File: config.mk
export PLATFORM = sky130hd
export DESIGN_NAME = bus_result
export DESIGN_NICKNAME = d
export VERILOG_FILES = /design/src/soc_pkg.sv /design/src/bus_result.sv
export VERILOG_INCLUDE_DIRS = /design/src
export SDC_FILE = /design/constraint.sdc
export NUM_CORES = 1
export LEC_CHECK = 0
export BUFFER_PORTS_ARGS = -buffer_cell sky130_fd_sc_hd__buf_2
export CAP_MARGIN = 0
export CELL_PAD_IN_SITES_DETAIL_PLACEMENT = 0
export CELL_PAD_IN_SITES_GLOBAL_PLACEMENT = 1
export CORE_MARGIN = 5
export CORE_UTILIZATION = 39
export DETAILED_ROUTE_END_ITERATION = 10
export GPL_TIMING_DRIVEN = 0
export PLACE_DENSITY = 0.95
export SLEW_MARGIN = 25
export SYNTH_ARGS = -nofsm -noshare
export SYNTH_HDL_FRONTEND = slang
export SYNTH_SLANG_ARGS = --single-unit
export TNS_END_PERCENT = 10
File: constraint.sdc
create_clock -name clk_i -period 0.8 [get_ports clk_i]
set_input_delay 0.12 -clock clk_i [delete_from_list [all_inputs] [get_ports clk_i]]
set_output_delay 0.12 -clock clk_i [all_outputs]
set_load 0.01 [all_outputs]
File: src/soc_config.svh
// Address map, memory sizes and bus widths; include wherever these macros are needed
`ifndef SOC_CONFIG_SVH
`define SOC_CONFIG_SVH

// ----------------------------------------
// Bus widths
// ----------------------------------------
`define SOC_ADDR_W          32
`define SOC_DATA_W          64
`define SOC_BE_W            8
// Byte offset bits within a word
`define SOC_OFS_W           3
// Word index bits, enough for the DRAM
`define SOC_IDX_W           8

// ----------------------------------------
// Address map
// ----------------------------------------
`define SOC_ROM_BASE        32'h0001_0000
`define SOC_ROM_WORDS       8
`define SOC_DRAM_BASE       32'h8000_0000
`define SOC_DRAM_WORDS      256
// Last DRAM word doubles as program exit word
`define SOC_EXIT_ADDR       (`SOC_DRAM_BASE + 32'h7F8)

// ----------------------------------------
// Control
// ----------------------------------------
// Cycles after power-on reset with debug requests held off
`define SOC_DEBUG_DELAY     20
`define SOC_RST_SYNC_STAGES 2

`endif

File: src/soc_pkg.sv
// Shared bus record types, target encoding and boot image; import into bus stages and testbench
`default_nettype none

`include "soc_config.svh"

package soc_pkg;

  // Request from the outside, sampled by decode
  typedef struct packed {
    logic                   valid;
    logic                   we;
    logic [`SOC_ADDR_W-1:0] addr;
    logic [`SOC_BE_W-1:0]   be;
    logic [`SOC_DATA_W-1:0] wdata;
  } bus_req_t;

  typedef enum logic [1:0] {
    TGT_ROM  = 2'd0,
    TGT_DRAM = 2'd1,
    TGT_ERR  = 2'd2
  } target_e;

  // Decode to execute
  typedef struct packed {
    logic                   valid;
    logic                   we;
    target_e                target;
    logic [`SOC_IDX_W-1:0]  idx;
    logic [`SOC_BE_W-1:0]   be;
    logic [`SOC_DATA_W-1:0] wdata;
    logic                   is_exit;
  } dec_req_t;

  // Execute to result
  typedef struct packed {
    logic                   valid;
    logic                   we;
    target_e                target;
    logic [`SOC_BE_W-1:0]   be;
    logic [`SOC_DATA_W-1:0] rdata;
  } exe_res_t;

  typedef struct packed {
    logic                   valid;
    logic                   err;
    logic [`SOC_DATA_W-1:0] rdata;
  } bus_rsp_t;

  // Boot code, word 0 at the ROM base
  localparam logic [`SOC_DATA_W-1:0] boot_image [`SOC_ROM_WORDS] = '{
    64'h0000_0297_f140_2573,
    64'h0202_8593_0182_b283,
    64'h0002_8067_0000_0013,
    64'h8000_0537_0010_0593,
    64'h00b5_3023_0000_0013,
    64'h1050_0073_ffdf_f06f,
    64'hdead_beef_cafe_f00d,
    64'h0123_4567_89ab_cdef
  };

endpackage

`default_nettype wire

File: src/bus_result.sv
// Third bus stage, masks byte lanes, flags errors and registers the bus response
`timescale 1ns/1ps
`default_nettype none

`include "soc_config.svh"

module bus_result
  import soc_pkg::*;
(
  input  wire logic     clk_i,
  input  wire logic     rst_ni,
  input  wire exe_res_t res_i,
  output bus_rsp_t      rsp_o
);

  logic                   rd_ok;
  logic [`SOC_DATA_W-1:0] lane_data;

  // Only good reads carry data back
  assign rd_ok = res_i.valid && !res_i.we && (res_i.target != TGT_ERR);

  // Disabled byte lanes read as zero
  always_comb begin
    lane_data = '0;
    for (int b = 0; b < `SOC_BE_W; b++) begin
      if (res_i.be[b]) begin
        lane_data[8*b +: 8] = res_i.rdata[8*b +: 8];
      end
    end
  end

  always_ff @(posedge clk_i or negedge rst_ni) begin
    if (!rst_ni) begin
      rsp_o.valid <= 1'b0;
    end else begin
      rsp_o.valid <= res_i.valid;
      rsp_o.err   <= res_i.valid && (res_i.target == TGT_ERR);
      rsp_o.rdata <= rd_ok ? lane_data : '0;
    end
  end

endmodule

`default_nettype wire

==> out/metrics.yaml <==
status: "complete, but fails checks"
failed_checks: "setup timing"
worstMarginPinSlew_ps: 585
drt_iter0_markers: 54
synth_nets: 297
intPower_mw: 5.88
final_cell_mix: "133 x buf_2, 65 x edfxtp_1, 64 x nand2_1, 60 x nor3_2"
routed-wl-met2_mm: 3.39
cp.arrival_ps: 870
grt_first_pass_wirelength_mm: 10.8
post-dp-hpwl_mm: 4.97
num_vias: 2141
antenna_found_initial: 0
fin_util: 0.532
p_sw_frac: 0.235
core-area_sq_um: 7730
cts-htree-levels: 3
syn_avg_cell_area_sq_um: 14.1
nets: 445
rows: 32
post_cts_buffers: 0
maxCapViolations: 0
clkPwrFrac: 0.331
pwr-share-comb: 0.140
area.growth.synth_to_final_pct: 32.7
path_delay_family: "flip-flops"
cts.path.max_buffers: 2
hold_viol: 0
crit_slowest_cell: "edfxtp_1"
largest_reg_flops: 66
drt_pre_antenna_iters: 5
cts_tree: "done"
slew_headroom: 0.610
ys_seq_area_frac: 0.638
grt_max_degree: 67
drv_slew: 0
setup_viol: 66
p_leak_nw: 1.59
p_switching_mw: 1.81
reg.largest.list: "rsp_o x66"
initial_core_util: 0.401
fmax_mhz: 1010
drive_above_1_share: 0.598
path_clk_slew_ps: 70
portBuffers: 135
grt_usage: 0.140
holdCritPathClass: "input pin to register"
fin_crit_sh: 1.24
wl_per_cell_um: 14.0
synthDistinctLibCells: 12
drc: 0
power_density_nw_per_um2: 1870
wl_mm: 6.62
wl_met3_um: 631
wl_met1_mm: 2.52
syn_area_sq_um: 3100
antenna_cells: 0
rsz0062_at_grt: "true"
crit_required_ps: 680
cts_root_buffer: "clkbuf_8"
fin_crit_ps: 989
gp_congestion: 0.713
grt-ovfl-total: 0
cts_made_buffers: 9
seqPwrFrac: 0.529
ir_worst_vdd_mv: 0.970
cp-end-kind: "primary output"
crit_buf_inv: 1
first_global_vias: 2148
synth-seq-cells: 66
final_antenna_net_count: 0
syn-instance-count: 219
largest-register: "rsp_o"
routed.top_layer: "met4"
path_max_fanout: 1
via_per_inst: 4.53
dp_slack_ps: -376
die_w_um: 99.1
worstSetupPathType: "register to primary output"
worstPathCellList: "buf_2"
finalWorstSetupSlack_ps: -189
dieArea_sq_um: 9830
ys_warn_count: 0
clock-sinks: 66
cp-start-kind: "register"
ios: 144
dieHeight_um: 99.1
hold_ws_ps: 141
slowest_delay_ps: 390
final_common_cell: "buf_2"
==> area by class of cell <==
class                   count  area (sq um)
clock buffers              11           131
flip-flops and latches     66          1980
well taps                 102           128
repair buffers            137           708
fillers                   666          3620
plain buffers              22           236
clock inverters             4          43.8
multi-input cells         131           887
==> path summary, 6_finish.rpt <==
kind | from | to | slack [ps] | cells past startpoint
worst max-delay path | rsp_o[10]$_SDFFCE_PN0P_ | rsp_o[10] | -190 | 1
worst min-delay path | res_i[75] | rsp_o[64]$_DFFE_PP_ | 140 | 2
max in group asynchronous | rst_ni | rsp_o[65]$_DFF_PN0_ | 100 | 2
min in group asynchronous | rst_ni | rsp_o[65]$_DFF_PN0_ | 580 | 2
==> per-layer routing <==
layer | global-route usage | up-vias
li1 | - | 1071
met1 | 0.166 | 974
met2 | 0.238 | 89
met3 | 0.0526 | 7
met4 | 0.0410 | 0
met5 | 0 | -
==> power by group through the flow <==
stage	registers [mW]	logic, mW	clock network (mW)
after global placement	4.14	1.07	0
after floorplan	4.28	0.432	0
after detailed placement	4.14	1.08	0
after global routing	4.09	1.18	2.80
final	4.07	1.08	2.55
after CTS	4.07	1.10	2.61
==> cells by family after synthesis <==
family                 after synthesis  share of synthesized area
flip-flops                          66                      0.638
AND/OR/NAND/NOR                    131                      0.286
buffers and inverters               22                     0.0755
==> what timing repair did <==
action / in CTS / in global routing
gates resized for setup: 1 / 1
endpoints found under the hold margin: 2 / 0
hold buffers: 2 / 0
endpoints found under the setup margin: 131 / 66
==> synthesized netlist by cell type <==
| cell type | instances | share of area |
|---|---|---|
| edfxtp_1 | 65 | 0.63 |
| dfrtp_1 | 1 | 0.0081 |
| buf_1 | 8 | 0.0097 |
| buf_6 | 7 | 0.025 |
| and2_1 | 1 | 0.0020 |
| nand2_1 | 64 | 0.078 |
| buf_12 | 6 | 0.039 |
| nor3_2 | 60 | 0.19 |
| buf_2 | 1 | 0.0016 |
| nand2b_1 | 1 | 0.0020 |
| nor2b_4 | 1 | 0.0044 |
| nor3_1 | 4 | 0.0065 |
==> metrics by stage <==
stage | instance area (sq um) | TNS [ps] | cells | total power [mW]
2_1_floorplan | 3100 | -1850 | 219 | 4.71
3_3_place_gp | 3900 | -62920 | 456 | 5.21
3_5_place_dp | 3910 | -36960 | 456 | 5.23
4_1_cts | 4110 | -10830 | 473 | 7.78
5_1_grt | 4110 | -12900 | 473 | 8.07
6_report | 4110 | -9450 | 473 | 7.69
No activity file was read; power rests on OpenSTA's default activity.
