$ cat src/soc_config.svh
// Address map, memory sizes and bus widths; include wherever these macros are needed
`ifndef SOC_CONFIG_SVH
`define SOC_CONFIG_SVH

// ----------------------------------------
// Bus widths
// ----------------------------------------
`define SOC_ADDR_W          32
`define SOC_DATA_W          64
`define SOC_BE_W            8
// Byte offset bits within a word
`define SOC_OFS_W           3
// Word index bits, enough for the DRAM
`define SOC_IDX_W           8

// ----------------------------------------
// Address map
// ----------------------------------------
`define SOC_ROM_BASE        32'h0001_0000
`define SOC_ROM_WORDS       8
`define SOC_DRAM_BASE       32'h8000_0000
`define SOC_DRAM_WORDS      256
// Last DRAM word doubles as program exit word
`define SOC_EXIT_ADDR       (`SOC_DRAM_BASE + 32'h7F8)

// ----------------------------------------
// Control
// ----------------------------------------
// Cycles after power-on reset with debug requests held off
`define SOC_DEBUG_DELAY     20
`define SOC_RST_SYNC_STAGES 2

`endif

$ cat src/soc_pkg.sv
// Shared bus record types, target encoding and boot image; import into bus stages and testbench
`default_nettype none

`include "soc_config.svh"

package soc_pkg;

  // Request from the outside, sampled by decode
  typedef struct packed {
    logic                   valid;
    logic                   we;
    logic [`SOC_ADDR_W-1:0] addr;
    logic [`SOC_BE_W-1:0]   be;
    logic [`SOC_DATA_W-1:0] wdata;
  } bus_req_t;

  typedef enum logic [1:0] {
    TGT_ROM  = 2'd0,
    TGT_DRAM = 2'd1,
    TGT_ERR  = 2'd2
  } target_e;

  // Decode to execute
  typedef struct packed {
    logic                   valid;
    logic                   we;
    target_e                target;
    logic [`SOC_IDX_W-1:0]  idx;
    logic [`SOC_BE_W-1:0]   be;
    logic [`SOC_DATA_W-1:0] wdata;
    logic                   is_exit;
  } dec_req_t;

  // Execute to result
  typedef struct packed {
    logic                   valid;
    logic                   we;
    target_e                target;
    logic [`SOC_BE_W-1:0]   be;
    logic [`SOC_DATA_W-1:0] rdata;
  } exe_res_t;

  typedef struct packed {
    logic                   valid;
    logic                   err;
    logic [`SOC_DATA_W-1:0] rdata;
  } bus_rsp_t;

  // Boot code, word 0 at the ROM base
  localparam logic [`SOC_DATA_W-1:0] boot_image [`SOC_ROM_WORDS] = '{
    64'h0000_0297_f140_2573,
    64'h0202_8593_0182_b283,
    64'h0002_8067_0000_0013,
    64'h8000_0537_0010_0593,
    64'h00b5_3023_0000_0013,
    64'h1050_0073_ffdf_f06f,
    64'hdead_beef_cafe_f00d,
    64'h0123_4567_89ab_cdef
  };

endpackage

`default_nettype wire

$ cat src/bus_decode.sv
// First bus stage, maps each request address to a target and word index for execute
`timescale 1ns/1ps
`default_nettype none

`include "soc_config.svh"

module bus_decode
  import soc_pkg::*;
(
  input  wire logic     clk_i,
  input  wire logic     rst_ni,
  input  wire bus_req_t req_i,
  output dec_req_t      dec_o
);

  // Exclusive window ends
  localparam logic [`SOC_ADDR_W-1:0] RomEnd  =
    `SOC_ROM_BASE + (`SOC_ROM_WORDS * `SOC_BE_W);
  localparam logic [`SOC_ADDR_W-1:0] DramEnd =
    `SOC_DRAM_BASE + (`SOC_DRAM_WORDS * `SOC_BE_W);

  logic     rom_hit;
  logic     dram_hit;
  dec_req_t dec_d;

  assign rom_hit  = (req_i.addr >= `SOC_ROM_BASE) && (req_i.addr < RomEnd);
  assign dram_hit = (req_i.addr >= `SOC_DRAM_BASE) && (req_i.addr < DramEnd);

  always_comb begin
    dec_d.valid   = req_i.valid;
    dec_d.we      = req_i.we;
    dec_d.idx     = req_i.addr[`SOC_OFS_W +: `SOC_IDX_W];
    dec_d.be      = req_i.be;
    dec_d.wdata   = req_i.wdata;
    dec_d.is_exit = (req_i.addr == `SOC_EXIT_ADDR);
    // ROM writes and holes in the map go to the error target
    if (dram_hit) begin
      dec_d.target = TGT_DRAM;
    end else if (rom_hit && !req_i.we) begin
      dec_d.target = TGT_ROM;
    end else begin
      dec_d.target = TGT_ERR;
    end
  end

  always_ff @(posedge clk_i or negedge rst_ni) begin
    if (!rst_ni) begin
      dec_o.valid <= 1'b0;
    end else begin
      dec_o <= dec_d;
    end
  end

endmodule

`default_nettype wire

$ cat config.mk
export PLATFORM = sky130hd
export DESIGN_NAME = bus_decode
export DESIGN_NICKNAME = d
export VERILOG_FILES = /design/src/soc_pkg.sv /design/src/bus_decode.sv
export VERILOG_INCLUDE_DIRS = /design/src
export SDC_FILE = /design/constraint.sdc
export NUM_CORES = 1
export LEC_CHECK = 0
export BUFFER_PORTS_ARGS = -buffer_cell sky130_fd_sc_hd__buf_2
export CAP_MARGIN = 20
export CORE_ASPECT_RATIO = 0.5
export CORE_UTILIZATION = 36
export DETAILED_ROUTE_END_ITERATION = 7
export MAX_ROUTING_LAYER = met4
export PLACE_DENSITY = 0.74
export SYNTH_ARGS = -nofsm -noshare
export SYNTH_HDL_FRONTEND = slang
export SYNTH_SLANG_ARGS = --single-unit
$ cat constraint.sdc
create_clock -name clk_i -period 0.8 [get_ports clk_i]
set_clock_uncertainty 0.15 [all_clocks]
set_input_delay 0.08 -clock clk_i [delete_from_list [all_inputs] [get_ports clk_i]]
set_output_delay 0.08 -clock clk_i [all_outputs]
set_load 0.02 [all_outputs]
==> impl_metrics.toml <==
[timing]
whs_ns = -0.1250
max_freq_ghz = 0.8779
slew_headroom = 0.8274
rsz0062_at_grt = "true"
setup_violations = 107
fin_setup_tns_ns = -26.03
tightestPinTransition_ns = 0.2554
fin_ws_ns = -0.3391
slew_violations = 0
period_needed_ns = 1.139
finalCritPeriodShare = 1.424
final_hold_viol_count = 26

[floorplanning]
die_x_um = 123.9
core_um2 = 6937
rows = 21
dieArea_um2 = 7804
die_y_um = 62.97
pin_count = 193
start_util = 0.3858

[synth]
ys_warn_count = 0
syn_avg_cell_area_um2 = 25.98
ys_ff_latch = 85
syn-cell-area_um2 = 2676
synth-seq-area-share = 0.9518
syn_inst = 103
synth_cell_types = 15
syn-num-nets = 211

[global_route]
antenna_found_initial = 0
grt_pass1_wl_um = 12160
grtUsageTotal = 0.2256
grt_pass1_vias = 2464
overflow = 0
grt_start_max_net_pins = 44

[clock_network]
cts_sinks = 85
cts_tree = "done"
clk_pin_slew_ns = 0.06
clockBufferDepth = 2
cts-root-buf = "clkbuf_16"
cts_inserted_buffers = 9
cts-htree-levels = 3

[worst_setup_path]
critical_path_arrival_ns = 0.91
critPathMaxFanout = 1
crit_type = "reg -> out"
required_ns = 0.57
cpPeakStageDelay_ns = 0.42
crit_buf_inv = 1
path_delay_family = "flip-flops"
worstPathCellList = "buf_6"
start_kind = "register"
slowest_stage = "edfxtp_1"
end_kind = "primary output"

[pwr]
total_power_mw = 11.93
leakage_nw = 2.477
power_density_nw_per_um2 = 2156
ir_drop_mv = 1.371

[layout]
finalNetCount = 495
largestRegisters = "dec_o x85"
drive_above_1_share = 0.5627
final_common_cell = "buf_2"
layout.cells.most_common_list = "buf_2 (111), edfxtp_1 (84), buf_6 (72), dlygate4sd3_1 (58), dlymetal6s4s_1 (19)"
top_register = "dec_o"
fin_util = 0.7978
final.fill_count = 378
num_antenna_cells = 0
largest_register_ffs = 85
syn_to_final_growth_pct = 106.8

[route]
drtAntennaViolNets = 0
vias_per_cell = 4.538
drt_wl_total_um = 9199
drtIter0Drc = 121
wl_per_cell_um = 19.05
vias = 2192
drc = 0
dr.pass1.iters = 4

[min_path]
hold_class = "in -> reg"

[run_status]
violations = "hold timing, setup timing"
status = "finished, violations left"

[placed_design]
port_buffers = 192
place.gp.congestion = 0.8051
dp.final_hpwl_um = 4998

[run]
maxCapViolations = 0
-- worst paths after layout --
| check | from | to | cells after the start |
|---|---|---|---|
| hold / removal | req_i[76] | dec_o[74]$_DFFE_PP_ | 2 |
| max in group asynchronous | rst_ni | dec_o[84]$_DFF_PN0_ | 3 |
| min in group asynchronous | rst_ni | dec_o[84]$_DFF_PN0_ | 3 |
| setup / recovery | dec_o[32]$_DFFE_PP_ | dec_o[32] | 1 |
-- stage by stage --
stage	setup WS [ns]	cell area [um2]	cells
4_1_cts	-0.3394	5245	491
6_report	-0.3391	5534	483
3_5_place_dp	-0.6910	3913	397
2_1_floorplan	-0.3874	2734	103
3_3_place_gp	-0.6325	3913	397
5_1_grt	-0.3731	5534	483
-- metal layers --
metal	global-route usage	wire (um)
met3	0.07664	383
met5	-	0
met2	0.4250	5469
met1	0.2028	3032
met4	0.09673	313
-- Yosys cell counts --
library cell,n,share of area
or3_4,1,0.0042
nor4_2,1,0.0047
nor4b_1,1,0.0033
nand2_1,1,0.0014
or2_1,1,0.0023
nand3_1,1,0.0019
a2111o_1,1,0.0042
nor2_1,1,0.0014
dfrtp_1,1,0.0093
nor4_1,5,0.012
nor4bb_1,1,0.0037
nand4_1,2,0.0047
edfxtp_1,84,0.94
nand2b_1,1,0.0023
nor2b_1,1,0.0023
-- repair_timing --
item,in CTS,in global routing
buffers inserted,3,0
gates resized for setup,56,106
pin swaps,12,1
hold buffers,76,1
endpoints found under the setup margin,88,116
endpoints found under the hold margin,84,24
-- cell type report --
| cell class | instances | area, um2 | area share |
|---|---|---|---|
| Sequential cell | 85 | 2547 | 0.4603 |
| Clock buffer | 9 | 225.2 | 0.04070 |
| Timing Repair Buffer | 273 | 2307 | 0.4169 |
| Clock inverter | 6 | 102.6 | 0.01854 |
| Multi-Input combinational cell | 18 | 236.5 | 0.04273 |
| Tap cell | 92 | 115.1 | 0.02080 |
-- where the power goes --
part           internal (mW)  switching, mW
Combinational           1.02          0.874
Sequential              5.29          0.154
Clock                   3.00           1.59
-- cells by family (layout without fill, tap and decap cells) --
logic type / Yosys count / count (layout) / synth area share
compound gates: 1 / 1 / 0.004207
simple gates: 17 / 17 / 0.04394
buf+inv: 0 / 288 / 0
flops: 85 / 85 / 0.9518
Power figures use the tool's default switching activity.
