File: config.mk
export PLATFORM = sky130hd
export DESIGN_NAME = soc_ctrl
export DESIGN_NICKNAME = d
export VERILOG_FILES = /design/src/soc_ctrl.sv
export VERILOG_INCLUDE_DIRS = /design/src
export SDC_FILE = /design/constraint.sdc
export NUM_CORES = 1
export LEC_CHECK = 0
export ABC_AREA = 1
export BUFFER_PORTS_ARGS = -buffer_cell sky130_fd_sc_hd__clkbuf_2
export CAP_MARGIN = 0
export CORE_AREA = 2 2 39 41
export CTS_BUF_LIST = sky130_fd_sc_hd__clkbuf_2
export DETAILED_ROUTE_END_ITERATION = 8
export DIE_AREA = 0 0 41 43
export MAX_ROUTING_LAYER = met4
export PLACE_DENSITY_LB_ADDON = 0.1
export SYNTH_ARGS = -nofsm -noshare
export SYNTH_HDL_FRONTEND = slang
export SYNTH_SLANG_ARGS = --single-unit
File: constraint.sdc
create_clock -name clk_i -period 2.15 [get_ports clk_i]
set_input_delay 0.645 -clock clk_i [delete_from_list [all_inputs] [get_ports clk_i]]
set_output_delay 0.645 -clock clk_i [all_outputs]
set_load 0.005 [all_outputs]
File: src/soc_config.svh
// Address map, memory sizes and bus widths; include wherever these macros are needed
`ifndef SOC_CONFIG_SVH
`define SOC_CONFIG_SVH

// ----------------------------------------
// Bus widths
// ----------------------------------------
`define SOC_ADDR_W          32
`define SOC_DATA_W          64
`define SOC_BE_W            8
// Byte offset bits within a word
`define SOC_OFS_W           3
// Word index bits, enough for the DRAM
`define SOC_IDX_W           8

// ----------------------------------------
// Address map
// ----------------------------------------
`define SOC_ROM_BASE        32'h0001_0000
`define SOC_ROM_WORDS       8
`define SOC_DRAM_BASE       32'h8000_0000
`define SOC_DRAM_WORDS      256
// Last DRAM word doubles as program exit word
`define SOC_EXIT_ADDR       (`SOC_DRAM_BASE + 32'h7F8)

// ----------------------------------------
// Control
// ----------------------------------------
// Cycles after power-on reset with debug requests held off
`define SOC_DEBUG_DELAY     20
`define SOC_RST_SYNC_STAGES 2

`endif

File: src/soc_ctrl.sv
// Bus reset synchronizer and debug request gate; instantiated once in the top level
`timescale 1ns/1ps
`default_nettype none

`include "soc_config.svh"

module soc_ctrl (
  input  wire logic clk_i,
  input  wire logic rst_ni,
  input  wire logic ndmreset_i,
  input  wire logic debug_req_i,
  input  wire logic debug_enable_i,
  output logic      bus_rst_no,
  output logic      debug_req_o
);

  localparam int unsigned SyncW = `SOC_RST_SYNC_STAGES;
  localparam int unsigned CntW  = $clog2(`SOC_DEBUG_DELAY + 1);

  logic             rst_comb_n;
  logic [SyncW-1:0] sync_q;
  logic [CntW-1:0]  del_cnt_q;

  // ----------------------------------------
  // Bus reset
  // ----------------------------------------
  // Power-on or debug module reset, asserted asynchronously
  assign rst_comb_n = rst_ni & ~ndmreset_i;

  // Release walks a one through the chain
  always_ff @(posedge clk_i or negedge rst_comb_n) begin
    if (!rst_comb_n) begin
      sync_q <= '0;
    end else begin
      sync_q <= {sync_q[SyncW-2:0], 1'b1};
    end
  end

  assign bus_rst_no = sync_q[SyncW-1];

  // ----------------------------------------
  // Debug gate
  // ----------------------------------------
  // Boot code runs first, so requests wait for the counter
  // Only power-on reset reloads it
  always_ff @(posedge clk_i or negedge rst_ni) begin
    if (!rst_ni) begin
      del_cnt_q <= CntW'(`SOC_DEBUG_DELAY);
    end else if (del_cnt_q != '0) begin
      del_cnt_q <= del_cnt_q - CntW'(1);
    end
  end

  assign debug_req_o = (del_cnt_q == '0) & debug_req_i & debug_enable_i;

endmodule

`default_nettype wire

==> impl_metrics.xml <==
<?xml version="1.0" encoding="UTF-8"?>
<metrics>
  <group name="placement">
    <metric name="finalWeightedCongestion" unit="">0.7093</metric>
    <metric name="place_worst_setup_slack" unit="ns">0.3571</metric>
    <metric name="place.detailed.hpwl" unit="um">466.1</metric>
    <metric name="buffers_added_on_ports" unit="">6</metric>
    <metric name="placed_cells_incl_taps" unit="">64</metric>
  </group>
  <group name="cts">
    <metric name="tritoncts_buffers" unit="">3</metric>
    <metric name="cts_root_buf" unit="">sky130_fd_sc_hd__clkbuf_2</metric>
    <metric name="cts_tree" unit="">built</metric>
    <metric name="maximum_count_of_clock_buffers_along_a_single_path" unit="">2</metric>
    <metric name="postCtsSetupBuffers" unit="">0</metric>
    <metric name="clock_insertion_delay_worst_skew" unit="ns">0.23</metric>
    <metric name="ctsHtreeMaxLevel" unit="">1</metric>
    <metric name="cts_num_sinks" unit="">7</metric>
    <metric name="clkSlewWorstSetupHoldPaths" unit="ns">0.08</metric>
  </group>
  <group name="cells_and_area">
    <metric name="design.final.nets" unit="">60</metric>
    <metric name="fin_cells" unit="">68</metric>
    <metric name="syn2layout_area_growth" unit="%">18.86</metric>
    <metric name="diodes" unit="">0</metric>
    <metric name="drive_gt1_share" unit="%">40.38</metric>
  </group>
  <group name="outcome">
    <metric name="outcome" unit="">complete, no violations</metric>
  </group>
  <group name="detailed_routing">
    <metric name="vias" unit="">280</metric>
    <metric name="totalWireLength" unit="um">557</metric>
    <metric name="remaining_drc_errors" unit="">0</metric>
    <metric name="route.antenna.remaining_nets" unit="">0</metric>
    <metric name="route.detailed.wl_per_inst" unit="um">8.191</metric>
    <metric name="via_count_normalized_by_instance_count" unit="">4.118</metric>
    <metric name="drtIter0Drc" unit="">6</metric>
    <metric name="detailedRoute.firstPassIterationCount" unit="">2</metric>
  </group>
  <group name="synthesis">
    <metric name="synth_top_area_share" unit="%">33.67</metric>
    <metric name="synth.cells.most_frequent" unit="">8 x sky130_fd_sc_hd__inv_1, 5 x sky130_fd_sc_hd__dfrtp_1, 5 x sky130_fd_sc_hd__nand2_1, 5 x sky130_fd_sc_hd__nor2_1, 4 x sky130_fd_sc_hd__nand3_1</metric>
    <metric name="synth_area_leader_cell" unit="">sky130_fd_sc_hd__dfrtp_1</metric>
    <metric name="mappedNetlistNets" unit="">49</metric>
    <metric name="synth_top_cells_by_area" unit="">sky130_fd_sc_hd__dfrtp_1 34%, sky130_fd_sc_hd__dfstp_2 14%, sky130_fd_sc_hd__inv_1 8.1%, sky130_fd_sc_hd__ha_1 6.7%, sky130_fd_sc_hd__nor2_4 6.1%</metric>
    <metric name="synth_enable_flop_cells" unit="">0</metric>
    <metric name="syn-cell-area" unit="um^2">371.6</metric>
    <metric name="post_synthesis_async_set_or_reset_flop_share" unit="%">100.0</metric>
    <metric name="synth_sequential_area_ratio" unit="%">47.81</metric>
    <metric name="yosys.cell_count.top_type" unit="">sky130_fd_sc_hd__inv_1</metric>
    <metric name="synth.ff_latch_count" unit="">7</metric>
    <metric name="synth_cell_types" unit="">14</metric>
    <metric name="synthFlopType" unit="">sky130_fd_sc_hd__dfrtp_1</metric>
    <metric name="synth_cells" unit="">42</metric>
    <metric name="synth-warning-count" unit="">0</metric>
    <metric name="avgSynthCellArea" unit="um^2">8.848</metric>
  </group>
  <group name="die">
    <metric name="floorplan.initialDensity" unit="%">26.85</metric>
    <metric name="die-width" unit="um">41</metric>
    <metric name="coreArea" unit="um^2">1384</metric>
    <metric name="floorplan.die_area" unit="um^2">1763</metric>
    <metric name="row_count" unit="">14</metric>
    <metric name="i_o_pins" unit="">7</metric>
    <metric name="dieHeight" unit="um">43</metric>
  </group>
  <group name="sta">
    <metric name="final_setup_violation_count" unit="">0</metric>
    <metric name="finClkSkew" unit="ns">0.008600</metric>
    <metric name="timing_max_transition_violations_final" unit="">0</metric>
    <metric name="period_minus_slack" unit="ns">1.987</metric>
    <metric name="setup_total_negative_slack" unit="ns">0</metric>
    <metric name="layout_setup_ws" unit="ns">0.1631</metric>
    <metric name="unrepaired_setup_endpoints_after_global_routing" unit="">no</metric>
    <metric name="timing.fmax" unit="MHz">503.3</metric>
    <metric name="report.final.hold_viol_count" unit="">0</metric>
    <metric name="fin_crit_sh" unit="%">92.41</metric>
    <metric name="final.hold.worst_slack" unit="ns">0.2193</metric>
  </group>
  <group name="pwr">
    <metric name="comb_power_share" unit="%">4.0</metric>
    <metric name="net-switching-power" unit="mW">0.05234</metric>
    <metric name="p_per_area" unit="nW/um^2">543.5</metric>
    <metric name="static_leakage" unit="nW">0.2391</metric>
    <metric name="seq_power_share" unit="%">55.9</metric>
    <metric name="p_int" unit="mW">0.1877</metric>
    <metric name="power_switching_share" unit="%">21.80</metric>
    <metric name="ir_drop" unit="uV">239.5</metric>
    <metric name="p_clk_share" unit="%">40.1</metric>
  </group>
  <group name="grt">
    <metric name="grt_first_pass_wirelength" unit="mm">1.048</metric>
    <metric name="grt_remaining_overflow" unit="">0</metric>
    <metric name="grt_antenna_before_repair" unit="">0</metric>
    <metric name="global_route.usage.met2" unit="%">11.56</metric>
    <metric name="grt_most_used_layer" unit="">met4</metric>
    <metric name="vias_in_the_first_global_route" unit="">261</metric>
    <metric name="globalRouteTotalUtil" unit="%">9.688</metric>
    <metric name="met1_usage" unit="%">11.71</metric>
    <metric name="grt_util_met3" unit="%">1.571</metric>
    <metric name="maximum_number_of_pins_on_one_net_before_global_route_repair" unit="">7</metric>
  </group>
  <group name="worst_setup_path">
    <metric name="worst-setup-path-type" unit="">reg -&gt; out</metric>
    <metric name="critPathRequiredTime" unit="ns">1.50</metric>
    <metric name="ff2ff_path_depth" unit="">7</metric>
    <metric name="timing.reg2reg.setup_slack" unit="ns">1.01</metric>
    <metric name="timing.critical_path.to_type" unit="">primary output</metric>
    <metric name="reg2reg_to" unit="">del_cnt_q[3]</metric>
    <metric name="crit_path_max_fanout" unit="">6</metric>
    <metric name="reg2reg_from" unit="">del_cnt_q[0]</metric>
    <metric name="setup.worst_path.start_class" unit="">register</metric>
    <metric name="arrival" unit="ns">1.34</metric>
  </group>
  <group name="min_path">
    <metric name="hold_path.class" unit="">in -&gt; async</metric>
  </group>
  <group name="run">
    <metric name="timing.max_cap.violations" unit="">0</metric>
  </group>
</metrics>
worst max-delay path by stage:
stage / endpoint / slack (ns) / from / cells after the start
after floorplan: debug_req_o / 0.54 / del_cnt_q[0] / 6
after global placement: debug_req_o / 0.39 / del_cnt_q[0] / 7
after detailed placement: debug_req_o / 0.36 / del_cnt_q[0] / 7
after CTS: debug_req_o / 0.08 / del_cnt_q[0] / 7
after global routing: debug_req_o / 0.05 / del_cnt_q[0] / 7
final: debug_req_o / 0.16 / del_cnt_q[0] / 7
worst max-delay path, cell delays in order, from the launching register on:
cell                       delay, ns
sky130_fd_sc_hd__dfrtp_1        0.39
sky130_fd_sc_hd__inv_2          0.09
sky130_fd_sc_hd__ha_1           0.15
sky130_fd_sc_hd__inv_1          0.06
sky130_fd_sc_hd__nor2_4         0.12
sky130_fd_sc_hd__nand2_4        0.09
sky130_fd_sc_hd__nor2_1         0.09
sky130_fd_sc_hd__clkbuf_2       0.12
power groups by stage:
stage	combinational [mW]	sequential, mW	clock [mW]
finish	0.00958	0.134	0.0963
global route	0.0110	0.134	0.108
CTS	0.00989	0.134	0.103
detailed placement	0.00988	0.137	0
global placement	0.00962	0.137	0
floorplan	0.00231	0.137	0
per-layer routing:
| layer | vias up | share of wire, % |
|---|---|---|
| met5 | - | 0 |
| met4 | 0 | 1.4 |
| met3 | 2 | 2.3 |
| met2 | 2 | 52 |
| met1 | 132 | 44 |
| li1 | 144 | - |
sequential cells by signal, indices dropped and copies added, names as in the netlist:
| signal | count |
|---|---|
| del_cnt_q | 5 |
| sync_q | 2 |
through the flow:
step	utilization, %	power [mW]	area, um^2
6_report	31.92	0.2400	441.7
5_1_grt	31.92	0.2538	441.7
4_1_cts	31.92	0.2471	441.7
3_5_place_dp	30.47	0.1465	421.7
3_3_place_gp	30.47	0.1462	421.7
2_1_floorplan	-	0.1390	371.6
cell usage in the layout, fill, tap and decap left out:
master / synthesis / final
sky130_fd_sc_hd__clkbuf_2: 0 / 10
sky130_fd_sc_hd__conb_1: 1 / 1
sky130_fd_sc_hd__nor2_4: 2 / 2
sky130_fd_sc_hd__o21ai_2: 1 / 1
sky130_fd_sc_hd__dfstp_2: 2 / 2
sky130_fd_sc_hd__inv_1: 8 / 7
sky130_fd_sc_hd__inv_2: 0 / 1
sky130_fd_sc_hd__ha_1: 2 / 2
sky130_fd_sc_hd__nand2_2: 2 / 2
sky130_fd_sc_hd__nor2_1: 5 / 5
sky130_fd_sc_hd__nand3_1: 4 / 4
sky130_fd_sc_hd__nand2_1: 5 / 5
sky130_fd_sc_hd__nor2_2: 2 / 2
sky130_fd_sc_hd__dfrtp_1: 5 / 5
sky130_fd_sc_hd__a21oi_1: 2 / 2
sky130_fd_sc_hd__nand2_4: 1 / 1
final cells by class:
type,count,area [um^2]
Fill cell,154,942.2
Sequential cell,7,177.7
Inverter,8,30.03
Clock buffer,4,20.02
Multi-Input combinational cell,27,163.9
Timing Repair Buffer,6,30.03
Tap cell,16,20.02
cell families after synthesis:
logic type               share of synthesized area [%]
adder cells (fa/ha/maj)                          6.733
other                                            1.009
flip-flops                                       47.81
AO/OA/AOI/OAI                                    5.051
AND/OR/NAND/NOR                                  31.31
buffers and inverters                            8.081
what timing repair did:
action / 4_1_cts / 5_1_grt
endpoints found under the setup margin: 0 / 1
resized for setup: 0 / 1
hold buffers: 0 / 0
Note: power is estimated with default switching activity, not from simulation.
